==> config.mk <==
export PLATFORM = sky130hd
export DESIGN_NAME = i2c_master_top
export DESIGN_NICKNAME = d
export VERILOG_FILES = /design/src/design/i2c_master_pkg.sv /design/src/design/apb_cmd_decode.sv /design/src/design/i2c_txn_sequencer.sv /design/src/design/i2c_bit_engine.sv /design/src/design/i2c_result_capture.sv /design/src/design/i2c_master_top.sv
export SDC_FILE = /design/constraint.sdc
export NUM_CORES = 1
export LEC_CHECK = 0
export BUFFER_PORTS_ARGS = -buffer_cell sky130_fd_sc_hd__buf_2
export CAP_MARGIN = 20
export CORE_AREA = 3 3 89 91
export CTS_CLUSTER_SIZE = 40
export DETAILED_ROUTE_END_ITERATION = 8
export DIE_AREA = 0 0 92 94
export PLACE_DENSITY = 0.89
export REMOVE_ABC_BUFFERS = 1
export SLEW_MARGIN = 20
export SYNTH_ARGS = -nofsm -noshare
export SYNTH_HDL_FRONTEND = slang
export SYNTH_SLANG_ARGS = --single-unit
==> constraint.sdc <==
create_clock -name sda -period 2.8 [get_ports sda]
set_input_delay 0 -clock sda [delete_from_list [all_inputs] [get_ports sda]]
set_output_delay 0 -clock sda [all_outputs]
set_load 0.1 [all_outputs]
==> src/design/i2c_master_pkg.sv <==
// Quarter period counts assume a 10 MHz sda clock and only 7-bit device addresses are supported
package i2c_master_pkg;

   // Bus widths
   localparam int DEV_ADDR_W = 7;
   localparam int BYTE_W     = 8;
   localparam int APB_ADDR_W = 5;

   // sda cycles per quarter SCL period
   localparam int QUARTER_STANDARD = 25;
   localparam int QUARTER_FAST     = 6;
   localparam int QUARTER_FASTPLUS = 3;

   // APB register map
   localparam logic [APB_ADDR_W-1:0] REG_ADDR   = 5'h00;
   localparam logic [APB_ADDR_W-1:0] REG_WDATA  = 5'h04;
   localparam logic [APB_ADDR_W-1:0] REG_CMD    = 5'h08;
   localparam logic [APB_ADDR_W-1:0] REG_STATUS = 5'h0C;
   localparam logic [APB_ADDR_W-1:0] REG_RDATA  = 5'h10;

   typedef struct packed {
      logic [DEV_ADDR_W-1:0] dev_addr;
      logic [BYTE_W-1:0]     reg_addr;
      logic [BYTE_W-1:0]     wdata;
      logic                  is_read;
   } i2c_cmd_t;

   typedef enum logic [1:0] {
      COND_START = 2'd0,
      COND_STOP  = 2'd1,
      COND_BIT   = 2'd2
   } cond_e;

   // Meaning of the sample returned with a finished step
   typedef enum logic [1:0] {
      SLOT_NONE = 2'd0,
      SLOT_ACK  = 2'd1,
      SLOT_DATA = 2'd2
   } slot_e;

   typedef struct packed {
      cond_e cond;
      logic  value;
      slot_e slot;
   } bit_req_t;

   typedef struct packed {
      logic  done;
      logic  sample;
      slot_e slot;
   } bit_evt_t;

   typedef struct packed {
      logic              busy;
      logic              nack;
      logic              done;
      logic [BYTE_W-1:0] rdata;
   } result_t;

endpackage

==> src/design/apb_cmd_decode.sv <==
// APB3 slave without wait states that accepts a new command only while the master is idle
`timescale 1ns/1ps

module apb_cmd_decode
(
   input  logic                                  sda,
   input  logic                                  reset,
   input  logic                                  psel,
   input  logic                                  penable,
   input  logic                                  pwrite,
   input  logic [i2c_master_pkg::APB_ADDR_W-1:0] paddr,
   input  logic [31:0]                           pwdata,
   input  i2c_master_pkg::result_t               result,
   output logic [31:0]                           prdata,
   output logic                                  pready,
   output logic                                  pslverr,
   output i2c_master_pkg::i2c_cmd_t              cmd,
   output logic                                  cmd_valid
);

   logic                                  access;
   logic                                  wr_en;
   logic                                  mapped;
   logic                                  cmd_hit;
   logic [i2c_master_pkg::DEV_ADDR_W-1:0] dev_addr_q;
   logic [i2c_master_pkg::BYTE_W-1:0]     reg_addr_q;
   logic [i2c_master_pkg::BYTE_W-1:0]     wdata_q;

   assign access  = psel && penable;
   assign wr_en   = access && pwrite;
   assign cmd_hit = wr_en && (paddr == i2c_master_pkg::REG_CMD);

   always_comb
   begin
      case (paddr)
         i2c_master_pkg::REG_ADDR,
         i2c_master_pkg::REG_WDATA,
         i2c_master_pkg::REG_CMD,
         i2c_master_pkg::REG_STATUS,
         i2c_master_pkg::REG_RDATA: mapped = 1'b1;
         default:                   mapped = 1'b0;
      endcase
   end

   // Zero wait states
   assign pready = 1'b1;

   // Unmapped offset or a command while a transfer is running
   assign pslverr = access && (!mapped || (cmd_hit && result.busy));

   // Launch straight from the access phase so busy is up before the next access
   assign cmd_valid = cmd_hit && !result.busy;

   always_comb
   begin
      cmd.dev_addr = dev_addr_q;
      cmd.reg_addr = reg_addr_q;
      cmd.wdata    = wdata_q;
      cmd.is_read  = pwdata[0];
   end

   always_ff @(posedge sda)
   begin
      if (reset)
      begin
         dev_addr_q <= '0;
         reg_addr_q <= '0;
         wdata_q    <= '0;
      end
      else if (wr_en)
      begin
         if (paddr == i2c_master_pkg::REG_ADDR)
         begin
            dev_addr_q <= pwdata[6:0];
            reg_addr_q <= pwdata[15:8];
         end
         if (paddr == i2c_master_pkg::REG_WDATA)
            wdata_q <= pwdata[7:0];
      end
   end

   // Read mux; bit 7 of the address register reads as zero
   always_comb
   begin
      case (paddr)
         i2c_master_pkg::REG_ADDR:   prdata = 32'({reg_addr_q, 1'b0, dev_addr_q});
         i2c_master_pkg::REG_WDATA:  prdata = 32'(wdata_q);
         i2c_master_pkg::REG_STATUS: prdata = 32'({result.done, result.nack, result.busy});
         i2c_master_pkg::REG_RDATA:  prdata = 32'(result.rdata);
         default:                    prdata = '0;
      endcase
   end

endmodule

==> src/design/i2c_txn_sequencer.sv <==
// Handles one single-byte register write or read at a time and aborts to STOP on a missing ACK
`timescale 1ns/1ps

module i2c_txn_sequencer
(
   input  logic                       sda,
   input  logic                       reset,
   input  i2c_master_pkg::i2c_cmd_t   cmd,
   input  logic                       cmd_valid,
   input  logic                       req_ready,
   input  i2c_master_pkg::bit_evt_t   evt,
   output i2c_master_pkg::bit_req_t   req,
   output logic                       req_valid,
   output logic                       txn_start,
   output logic                       txn_end
);

   typedef enum logic [3:0] {
      S_IDLE, S_START, S_DEV_W, S_ACK_DEV_W, S_REG, S_ACK_REG, S_WDATA, S_ACK_WDATA,
      S_RSTART, S_DEV_R, S_ACK_DEV_R, S_RDATA, S_MNACK, S_STOP
   } state_e;

   state_e                            state;
   state_e                            next_state;
   logic [2:0]                        bit_cnt;
   logic                              issued;
   logic                              step_done;
   logic                              last_bit;
   i2c_master_pkg::i2c_cmd_t          cmd_q;
   logic [i2c_master_pkg::BYTE_W-1:0] tx_byte;

   assign step_done = issued && evt.done;
   assign last_bit  = (bit_cnt == 3'd0);
   assign req_valid = (state != S_IDLE) && !issued;

   // Byte sent by the current state, MSB first
   always_comb
   begin
      case (state)
         S_DEV_W: tx_byte = {cmd_q.dev_addr, 1'b0};
         S_REG:   tx_byte = cmd_q.reg_addr;
         S_WDATA: tx_byte = cmd_q.wdata;
         S_DEV_R: tx_byte = {cmd_q.dev_addr, 1'b1};
         default: tx_byte = '0;
      endcase
   end

   always_comb
   begin
      req.cond  = i2c_master_pkg::COND_BIT;
      req.value = 1'b1;
      req.slot  = i2c_master_pkg::SLOT_NONE;
      case (state)
         S_START, S_RSTART: req.cond = i2c_master_pkg::COND_START;
         S_STOP:            req.cond = i2c_master_pkg::COND_STOP;
         S_ACK_DEV_W, S_ACK_REG, S_ACK_WDATA, S_ACK_DEV_R:
            req.slot = i2c_master_pkg::SLOT_ACK;
         S_RDATA:           req.slot = i2c_master_pkg::SLOT_DATA;
         S_DEV_W, S_REG, S_WDATA, S_DEV_R:
            req.value = tx_byte[bit_cnt];
         default:           req.value = 1'b1;
      endcase
   end

   always_comb
   begin
      case (state)
         S_START:     next_state = S_DEV_W;
         S_DEV_W:     next_state = last_bit ? S_ACK_DEV_W : S_DEV_W;
         S_ACK_DEV_W: next_state = S_REG;
         S_REG:       next_state = last_bit ? S_ACK_REG : S_REG;
         S_ACK_REG:   next_state = cmd_q.is_read ? S_RSTART : S_WDATA;
         S_WDATA:     next_state = last_bit ? S_ACK_WDATA : S_WDATA;
         S_ACK_WDATA: next_state = S_STOP;
         S_RSTART:    next_state = S_DEV_R;
         S_DEV_R:     next_state = last_bit ? S_ACK_DEV_R : S_DEV_R;
         S_ACK_DEV_R: next_state = S_RDATA;
         S_RDATA:     next_state = last_bit ? S_MNACK : S_RDATA;
         S_MNACK:     next_state = S_STOP;
         default:     next_state = S_IDLE;
      endcase
      // Target left the line high in an ACK slot
      if (evt.slot == i2c_master_pkg::SLOT_ACK && evt.sample)
         next_state = S_STOP;
   end

   always_ff @(posedge sda)
   begin
      if (reset)
      begin
         state     <= S_IDLE;
         bit_cnt   <= 3'd7;
         issued    <= 1'b0;
         txn_start <= 1'b0;
         txn_end   <= 1'b0;
      end
      else
      begin
         txn_start <= 1'b0;
         txn_end   <= 1'b0;
         if (state == S_IDLE)
         begin
            if (cmd_valid)
            begin
               state     <= S_START;
               txn_start <= 1'b1;
            end
         end
         else if (step_done)
         begin
            issued <= 1'b0;
            state  <= next_state;
            // Counter wraps back to 7 after the last bit
            if (state inside {S_DEV_W, S_REG, S_WDATA, S_DEV_R, S_RDATA})
               bit_cnt <= bit_cnt - 3'd1;
            if (state == S_STOP)
               txn_end <= 1'b1;
         end
         else if (req_valid && req_ready)
            issued <= 1'b1;
      end
   end

   always_ff @(posedge sda)
   begin
      if (state == S_IDLE && cmd_valid)
         cmd_q <= cmd;
   end

endmodule

==> src/design/i2c_bit_engine.sv <==
// Open-drain intents only and no clock stretching; every step takes exactly four quarter periods
`timescale 1ns/1ps

module i2c_bit_engine
#(
   parameter int QUARTER = i2c_master_pkg::QUARTER_FAST
)
(
   input  logic                     sda,
   input  logic                     reset,
   input  i2c_master_pkg::bit_req_t req,
   input  logic                     req_valid,
   input  logic                     data_line,
   output logic                     req_ready,
   output i2c_master_pkg::bit_evt_t evt,
   output logic                     scl_drive_low,
   output logic                     data_drive_low
);

   localparam int                 TIMER_W    = $clog2(QUARTER + 1);
   localparam logic [TIMER_W-1:0] TIMER_LAST = TIMER_W'(QUARTER - 1);

   logic                     active;
   logic [1:0]               phase;
   logic [TIMER_W-1:0]       timer;
   logic                     evt_done;
   logic                     sample_q;
   logic                     quarter_end;
   i2c_master_pkg::bit_req_t cur;

   // Line levels {scl_low, data_low} for one quarter of a step
   function automatic logic [1:0] line_levels(input i2c_master_pkg::bit_req_t r,
                                              input logic [1:0]               ph,
                                              input logic                     scl_now);
      logic [1:0] lv;
      lv = 2'b00;
      case (r.cond)
         i2c_master_pkg::COND_START:
         begin
            // Keep SCL where it was, so a repeated START starts from low
            case (ph)
               2'd0:    lv = {scl_now, 1'b0};
               2'd1:    lv = 2'b00;
               2'd2:    lv = 2'b01;
               default: lv = 2'b11;
            endcase
         end
         i2c_master_pkg::COND_STOP:
         begin
            case (ph)
               2'd0:    lv = 2'b11;
               2'd1:    lv = 2'b01;
               default: lv = 2'b00;
            endcase
         end
         default:
         begin
            // SCL high in the middle two quarters, data held throughout
            lv[1] = (ph == 2'd0) || (ph == 2'd3);
            lv[0] = !r.value;
         end
      endcase
      return lv;
   endfunction

   assign req_ready   = !active;
   assign quarter_end = (timer == TIMER_LAST);

   always_comb
   begin
      evt.done   = evt_done;
      evt.sample = sample_q;
      evt.slot   = cur.slot;
   end

   always_ff @(posedge sda)
   begin
      if (reset)
      begin
         active         <= 1'b0;
         phase          <= 2'd0;
         timer          <= '0;
         evt_done       <= 1'b0;
         scl_drive_low  <= 1'b0;
         data_drive_low <= 1'b0;
      end
      else
      begin
         evt_done <= 1'b0;
         if (!active)
         begin
            if (req_valid)
            begin
               active <= 1'b1;
               phase  <= 2'd0;
               timer  <= '0;
               {scl_drive_low, data_drive_low} <= line_levels(req, 2'd0, scl_drive_low);
            end
         end
         else if (quarter_end)
         begin
            timer <= '0;
            if (phase == 2'd3)
            begin
               active   <= 1'b0;
               evt_done <= 1'b1;
            end
            else
            begin
               phase <= phase + 2'd1;
               {scl_drive_low, data_drive_low} <=
                  line_levels(cur, phase + 2'd1, scl_drive_low);
            end
         end
         else
            timer <= timer + 1'b1;
      end
   end

   // Step payload and the sample taken at the end of the third quarter
   always_ff @(posedge sda)
   begin
      if (!active && req_valid)
         cur <= req;
      if (active && quarter_end && phase == 2'd2)
         sample_q <= data_line;
   end

endmodule

==> src/design/i2c_result_capture.sv <==
// Status of the most recent transfer only; the received byte is meaningful after a read
`timescale 1ns/1ps

module i2c_result_capture
(
   input  logic                     sda,
   input  logic                     reset,
   input  logic                     txn_start,
   input  logic                     txn_end,
   input  i2c_master_pkg::bit_evt_t evt,
   output i2c_master_pkg::result_t  result
);

   logic data_bit;
   logic ack_missing;

   assign data_bit    = evt.done && (evt.slot == i2c_master_pkg::SLOT_DATA);
   assign ack_missing = evt.done && (evt.slot == i2c_master_pkg::SLOT_ACK) && evt.sample;

   always_ff @(posedge sda)
   begin
      if (reset)
      begin
         result.busy <= 1'b0;
         result.nack <= 1'b0;
         result.done <= 1'b0;
      end
      else if (txn_start)
      begin
         result.busy <= 1'b1;
         result.nack <= 1'b0;
         result.done <= 1'b0;
      end
      else
      begin
         if (txn_end)
         begin
            result.busy <= 1'b0;
            result.done <= 1'b1;
         end
         if (ack_missing)
            result.nack <= 1'b1;
      end
   end

   // Read data arrives MSB first
   always_ff @(posedge sda)
   begin
      if (reset)
         result.rdata <= '0;
      else if (data_bit)
         result.rdata <= {result.rdata[i2c_master_pkg::BYTE_W-2:0], evt.sample};
   end

endmodule

==> src/design/i2c_master_top.sv <==
// Pull-ups on both bus lines must be provided outside this block
`timescale 1ns/1ps

module i2c_master_top
#(
   parameter int QUARTER = i2c_master_pkg::QUARTER_FAST
)
(
   input  logic                                  sda,
   input  logic                                  reset,
   input  logic                                  psel,
   input  logic                                  penable,
   input  logic                                  pwrite,
   input  logic [i2c_master_pkg::APB_ADDR_W-1:0] paddr,
   input  logic [31:0]                           pwdata,
   input  logic                                  data_line,
   output logic [31:0]                           prdata,
   output logic                                  pready,
   output logic                                  pslverr,
   output logic                                  scl_drive_low,
   output logic                                  data_drive_low
);

   i2c_master_pkg::i2c_cmd_t cmd;
   logic                     cmd_valid;
   i2c_master_pkg::bit_req_t req;
   logic                     req_valid;
   logic                     req_ready;
   i2c_master_pkg::bit_evt_t evt;
   logic                     txn_start;
   logic                     txn_end;
   i2c_master_pkg::result_t  result;

   apb_cmd_decode u_apb_cmd_decode (
      .sda       (sda),
      .reset     (reset),
      .psel      (psel),
      .penable   (penable),
      .pwrite    (pwrite),
      .paddr     (paddr),
      .pwdata    (pwdata),
      .result    (result),
      .prdata    (prdata),
      .pready    (pready),
      .pslverr   (pslverr),
      .cmd       (cmd),
      .cmd_valid (cmd_valid)
   );

   i2c_txn_sequencer u_i2c_txn_sequencer (
      .sda       (sda),
      .reset     (reset),
      .cmd       (cmd),
      .cmd_valid (cmd_valid),
      .req_ready (req_ready),
      .evt       (evt),
      .req       (req),
      .req_valid (req_valid),
      .txn_start (txn_start),
      .txn_end   (txn_end)
   );

   i2c_bit_engine #(
      .QUARTER (QUARTER)
   ) u_i2c_bit_engine (
      .sda            (sda),
      .reset          (reset),
      .req            (req),
      .req_valid      (req_valid),
      .data_line      (data_line),
      .req_ready      (req_ready),
      .evt            (evt),
      .scl_drive_low  (scl_drive_low),
      .data_drive_low (data_drive_low)
   );

   i2c_result_capture u_i2c_result_capture (
      .sda       (sda),
      .reset     (reset),
      .txn_start (txn_start),
      .txn_end   (txn_end),
      .evt       (evt),
      .result    (result)
   );

endmodule

; Yosys cells after proc, flatten, opt, wreduce, memory -nomap -nowiden
; Index checks and enable logic that the tools add are counted.
[word_totals]
memories = 0
inputBits = 43
ramBits = 0
romBits = 0
register_bits = 83
latch_bits = 0
[op_classes]
n_mux = 51
n_eq_ne = 32
n_addsub = 3
n_shift = 0
n_div = 0
n_bitwise = 4
magnitude_cmp = 1
mul = 0
reduce_logical = 52
[op_table]
columns = op, n
row1 = 16-bit one-hot mux with 4 select lines, 1
row2 = 4-bit one-hot mux with 11 select lines, 1
row3 = 8-bit one-hot mux with 4 select lines, 1
row4 = 1-bit 2-to-1 mux, 26
row5 = 4-bit equality test (second input constant), 6
row6 = 4-bit 2-to-1 mux, 5
row7 = 2-bit one-hot mux with 2 select lines, 5
row8 = 4-bit by 3-bit equality test with 1-bit output (second input constant), 4
row9 = 1-bit logical AND, 16
row10 = 3-bit 2-to-1 mux, 5
row11 = 2-bit equality test (second input constant), 5
row12 = 5-bit by 4-bit equality test with 1-bit output (second input constant), 2
row13 = 2-bit 2-to-1 mux, 5
row14 = 2-bit by 1-bit equality test with 1-bit output (second input constant), 4
row15 = 4-bit by 2-bit equality test with 1-bit output (second input constant), 2
row16 = 2-bit AND reduction, 4
row17 = 2-bit nonzero test, 4
row18 = 2-bit OR reduction, 4
row19 = 4-bit OR reduction, 2
row20 = 1-bit logical NOT, 6
row21 = 2-bit logical NOT, 3
row22 = 2-bit one-hot mux with 3 select lines, 1
row23 = 3-bit AND reduction, 2
row24 = 3-bit OR reduction, 2
row25 = 21 further kinds, 27

; Longest topological paths before layout
[depth]
word_depth = 9
mapped_depth = 7
mapped_depth_nobuf = 7

; Modules after synthesis
; From an unflattened synthesis, not the netlist that was laid out.
[hier_totals]
hier_cells = 427
area_unflattened_um2 = 4311.6
[modules_own_cells]
columns = module, n_inst, area_per_inst_um2, seq_area_each_um2, cells_per_inst
row1 = i2c_txn_sequencer, 1, 1645.3, 920.9, 150
row2 = apb_cmd_decode, 1, 1506.4, 460.4, 170
row3 = i2c_bit_engine, 1, 735.7, 360.3, 68
row4 = i2c_result_capture, 1, 424.2, 220.2, 39

; Worst setup path after synthesis
; No wires, ideal clock.
[synth_path]
kind = reg2reg
start = register u_i2c_txn_sequencer.state[0]
end = register u_i2c_txn_sequencer.cmd_q[0] in the netlist's numbering, enable pin
setup_slack_ns = 0.412
required_ns = 2.421
n_path_buf = 1
setup_ns = 0.379
synth_period_minus_slack_ns = 2.388
t_arrival_ns = 2.009
path_stages_with_launch = 5
path_cell_list = dfxtp_1 -> buf_2 -> or4_4 -> or4_4 -> inv_1
[synth_between]
elab_chain_cells = 2
[synth_lines]
columns = item, line
row1 = start: declaration, i2c_txn_sequencer.sv:23  ; state_e state;
row2 = start signal: assignment, i2c_txn_sequencer.sv:112  ; state <= next_state;
row3 = 4-bit logical NOT, i2c_txn_sequencer.sv:126  ; if (state == S_IDLE && cmd_valid)
row4 = 1-bit logical AND, i2c_txn_sequencer.sv:126
row5 = end signal: assignment, i2c_txn_sequencer.sv:127  ; cmd_q <= cmd;
row6 = end: declaration, i2c_txn_sequencer.sv:29  ; i2c_master_pkg::i2c_cmd_t cmd_q;
; Every way passes these cells.
; A chain may end at the register's enable or synchronous reset.

; Worst setup path after layout
[layout_path]
start = register u_i2c_txn_sequencer.state[2]
end = register u_i2c_bit_engine.data_drive_low
[layout_between]
elab_chain_cells = 9
elab_cells_between_ends = 24
classes_between = 8 x eq/ne / 8 x mux / 8 x reduce/logical
[layout_lines]
columns = item, line
row1 = 4-bit equality test (tied with other cells), "i2c_txn_sequencer.sv:39, i2c_txn_sequencer.sv:53"
row2 = 8-bit one-hot mux with 4 select lines, i2c_txn_sequencer.sv:39  ; case (state)
row3 = 1-bit binary-select mux with 3-bit select, i2c_txn_sequencer.sv:60  ; req.value = tx_byte[bit_cnt];
row4 = 1-bit 2-to-1 mux (implied by the code), i2c_txn_sequencer.sv:60
row5 = 1-bit 2-to-1 mux, i2c_txn_sequencer.sv:53  ; case (state)
row6 = 1-bit logical NOT, i2c_bit_engine.sv:60  ; lv[0] = !r.value;
row7 = 2-bit one-hot mux with 2 select lines, i2c_bit_engine.sv:37  ; case (r.cond)
row8 = 1-bit 2-to-1 mux, i2c_bit_engine.sv:92  ; if (req_valid)
row9 = 1-bit 2-to-1 mux, i2c_bit_engine.sv:90  ; if (!active)
row10 = end signal: assignment, i2c_bit_engine.sv:97  ; {scl_drive_low, data_drive_low} <= line_levels(req, 2'd0, scl_drive_low);
row11 = end signal: assignment, i2c_bit_engine.sv:111  ; {scl_drive_low, data_drive_low} <=
row12 = end: declaration, i2c_bit_engine.sv:17  ; output logic data_drive_low
; Several ways; a longest one is shown, not always the timed one. The select of a mux whose other input is x is not followed.

==> results_dict.tcl <==
set metrics [dict create \
    placed_cell_area_mm2 0.00415 \
    tightest_slew_ns 0.956 \
    fp.dieH_um 94 \
    slowest_stage "dfxtp_1" \
    end_kind "flop" \
    synth-seq-cells 83 \
    combPwrFrac 0.078 \
    postSynthCellCount 408 \
    cts_made_buffers 9 \
    worst-path-max-fanout 16 \
    clkSinkCount 83 \
    yosys-top-cells-area "dfxtp_1 27%, edfxtp_1 23%, mux2i_1 6.6%" \
    grt_pass1_wl_um 13800 \
    rsz0062_at_grt "no" \
    first_pass_iters 4 \
    die_x_um 92 \
    fin_area_mm2 0.00453 \
    antenna_found_initial 0 \
    clock_skew_ns 0.0152 \
    setup_violations 0 \
    relSlewSlack 0.363 \
    antenna_cells 0 \
    required_ns 3.05 \
    gp_congestion 0.818 \
    overflow 0 \
    path_clk_slew_ns 0.09 \
    finalCriticalPeriod_ns 2.36 \
    yosysTopAreaCell "dfxtp_1" \
    yosys-top-cells-count "53 x dfxtp_1, 48 x nand2_1, 39 x nor2_1" \
    global_route.usage.met3 0.0593 \
    post_drt_wl_per_cell_um 15.0 \
    port_buffers 45 \
    ant_nets 0 \
    post-route-period-util 0.844 \
    htree_levels 3 \
    status "finished clean" \
    cts_buffer_depth 2 \
    async_flop_share 0 \
    p_int_uw 1770 \
    path_buf_inv 1 \
    maxSlewViolCount 0 \
    rows 31 \
    yosys.cell_types.count 53 \
    coreArea_mm2 0.00721 \
    synth_ff_type "dfxtp_1" \
    synth_top_area_share 0.271 \
    clk_latency_ns 0.36 \
    cts_tree "built" \
    switchingPower_uw 562 \
    grt_usage 0.202 \
    initial_utilization 0.543 \
    post_cts_buffers 0 \
    grt_max_degree 54 \
    grt_pass1_vias 2929 \
    drc 0 \
    switching_share 0.241 \
    critPathTopFamily "compound AO/OA/AOI/OAI gates" \
    setup-tns-final_ns 0 \
    drt_iter0_drc 218 \
    layout-area-overhead-vs-synth_pct 15.8 \
    seqPwrFrac 0.532 \
    finalHoldViolCount 0 \
    synth_warnings 0 \
    synth-edff-count 30 \
    leakagePower_uw 0.00181 \
    hold_path.class "input pin to flop" \
    synth.avg_cell_area_um2 9.60 \
    seq_area_frac_synth 0.501 \
    grt-busiest-layer "met2" \
    use_met2 0.335 \
    grt_use_met1 0.245 \
    p_clk_frac 0.390 \
    cts_root_buf "clkbuf_8" \
    ir_drop_mv 0.432 \
    path_class "flop to flop" \
    routed_wl_um 8500 \
    fmax_mhz 423 \
    critical-path-max-stage-delay_ns 0.64 \
    via_per_inst 5.62 \
    fillers 562 \
    crit_arrival_ns 2.61 \
    pin_count 79 \
    netlist_area_mm2 0.00392 \
    dp_hpwl_um 5820 \
    drv_cap 0 \
    dieArea_mm2 0.00865 \
    dr_total_vias 3174 \
    nNetsFinal 510 \
    drive_gt1_frac 0.165 \
    powerDensity_mw_per_mm2 515 \
    seqCellArea_mm2 0.00196 \
    synth.most_common_cell "dfxtp_1" \
    multiInputGateArea_mm2 0.00175 \
    cp-start-kind "flop" \
    crit_chain "buf_4 -> nor3b_1 -> a21oi_1 -> a221oi_1 -> o311ai_1 -> o21a_1" \
]
layout by cell type, fill, tap and decap left out, drive strengths merged, types with 4 or more instances in the layout:
master,netlist,routed
dfxtp,53,53
buf,25,52
nand2,48,48
nor2,39,39
a21oi,32,32
edfxtp,30,30
mux2i,26,26
o21ai,21,21
conb,2,17
dlygate4sd3,0,17
clkbuf,17,13
nor3,11,11
and2,9,9
inv,8,9
nand2b,8,8
ha,6,6
nand3,5,5
nor3b,5,5
a211oi,5,5
mux2,5,5
o22ai,4,4
a221oi,4,4
timing repair:
item                                   CTS  global route
hold buffers                            17             0
resized for setup                        0             0
endpoints found under the hold margin   25             0
power groups by stage:
stage	Combinational, uW	Sequential [uW]	Clock [uW]
2_1_floorplan	119	1270	0
4_1_cts	179	1240	919
6_report	181	1240	910
3_5_place_dp	161	1270	0
5_1_grt	189	1240	972
3_3_place_gp	159	1270	0
registers in the layout, summed over array words and instances (netlist names), 2 cells and up:
signal and cells:
u_apb_cmd_decode.dev_addr_q 7, u_apb_cmd_decode.reg_addr_q 8, u_apb_cmd_decode.wdata_q 8, u_i2c_bit_engine.cur 3, u_i2c_bit_engine.evt 2, u_i2c_bit_engine.phase 2, u_i2c_bit_engine.timer 3, u_i2c_result_capture.result 11
u_i2c_txn_sequencer.bit_cnt 3, u_i2c_txn_sequencer.cmd_q 24, u_i2c_txn_sequencer.state 4
logic make-up (layout without fill, tap and decap cells):
kind of cell             Yosys count  count (layout)  synth area share
AO/OA/AOI/OAI                     86              86             0.134
AND/OR/NAND/NOR                  144             144             0.184
other                              2              17           0.00192
adder cells (fa/ha/maj)            6               6            0.0192
XOR/XNOR                           6               6            0.0134
buffers and inverters             50              93            0.0655
multiplexers                      31              31            0.0808
flip-flops                        83              83             0.501
stage by stage:
step	instances	worst slack [ns]	util	hold slack (ns)	total power, uW
floorplan	381	0.332	-	0.0679	1390
global placement	532	0.557	0.575	0.180	1430
detailed placement	532	0.430	0.575	0.185	1430
CTS	565	0.450	0.628	0.129	2340
global route	565	0.240	0.628	0.176	2400
finish	565	0.438	0.628	0.147	2330
layer usage:
layer  vias up  routed length (um)
met1      1496                3440
met2       138                4290
li1       1516                   -
met4         0                 252
met5         -                   0
met3        24                 520
area by class of cell:
cell class                 instances  area share
sequential                        83       0.433
multi-input combinational        290       0.387
timing repair buffer              69      0.0988
clock buffer                      13      0.0375
tap                               99      0.0273
clock inverter                     3     0.00994
inverter                           8     0.00662
tightest hold or removal path, stage by stage:
cell and delay [ns]:
buf_2 0.09, nor3_1 0.05, nand3b_1 0.14, or4_4 0.16, nor2_1 0.03
final timing paths:
check	depth (start not counted)	endpoint	slack [ns]	start
max	6	u_i2c_bit_engine.data_drive_low	0.44	u_i2c_txn_sequencer.state[2]
min	5	u_i2c_txn_sequencer.txn_start	0.15	paddr[0]
min reg2reg	1	u_i2c_result_capture.result[8]	0.46	u_i2c_txn_sequencer.txn_start
max reg2reg	6	u_i2c_bit_engine.data_drive_low	0.44	u_i2c_txn_sequencer.state[2]
(Power assumes the default switching activity.)
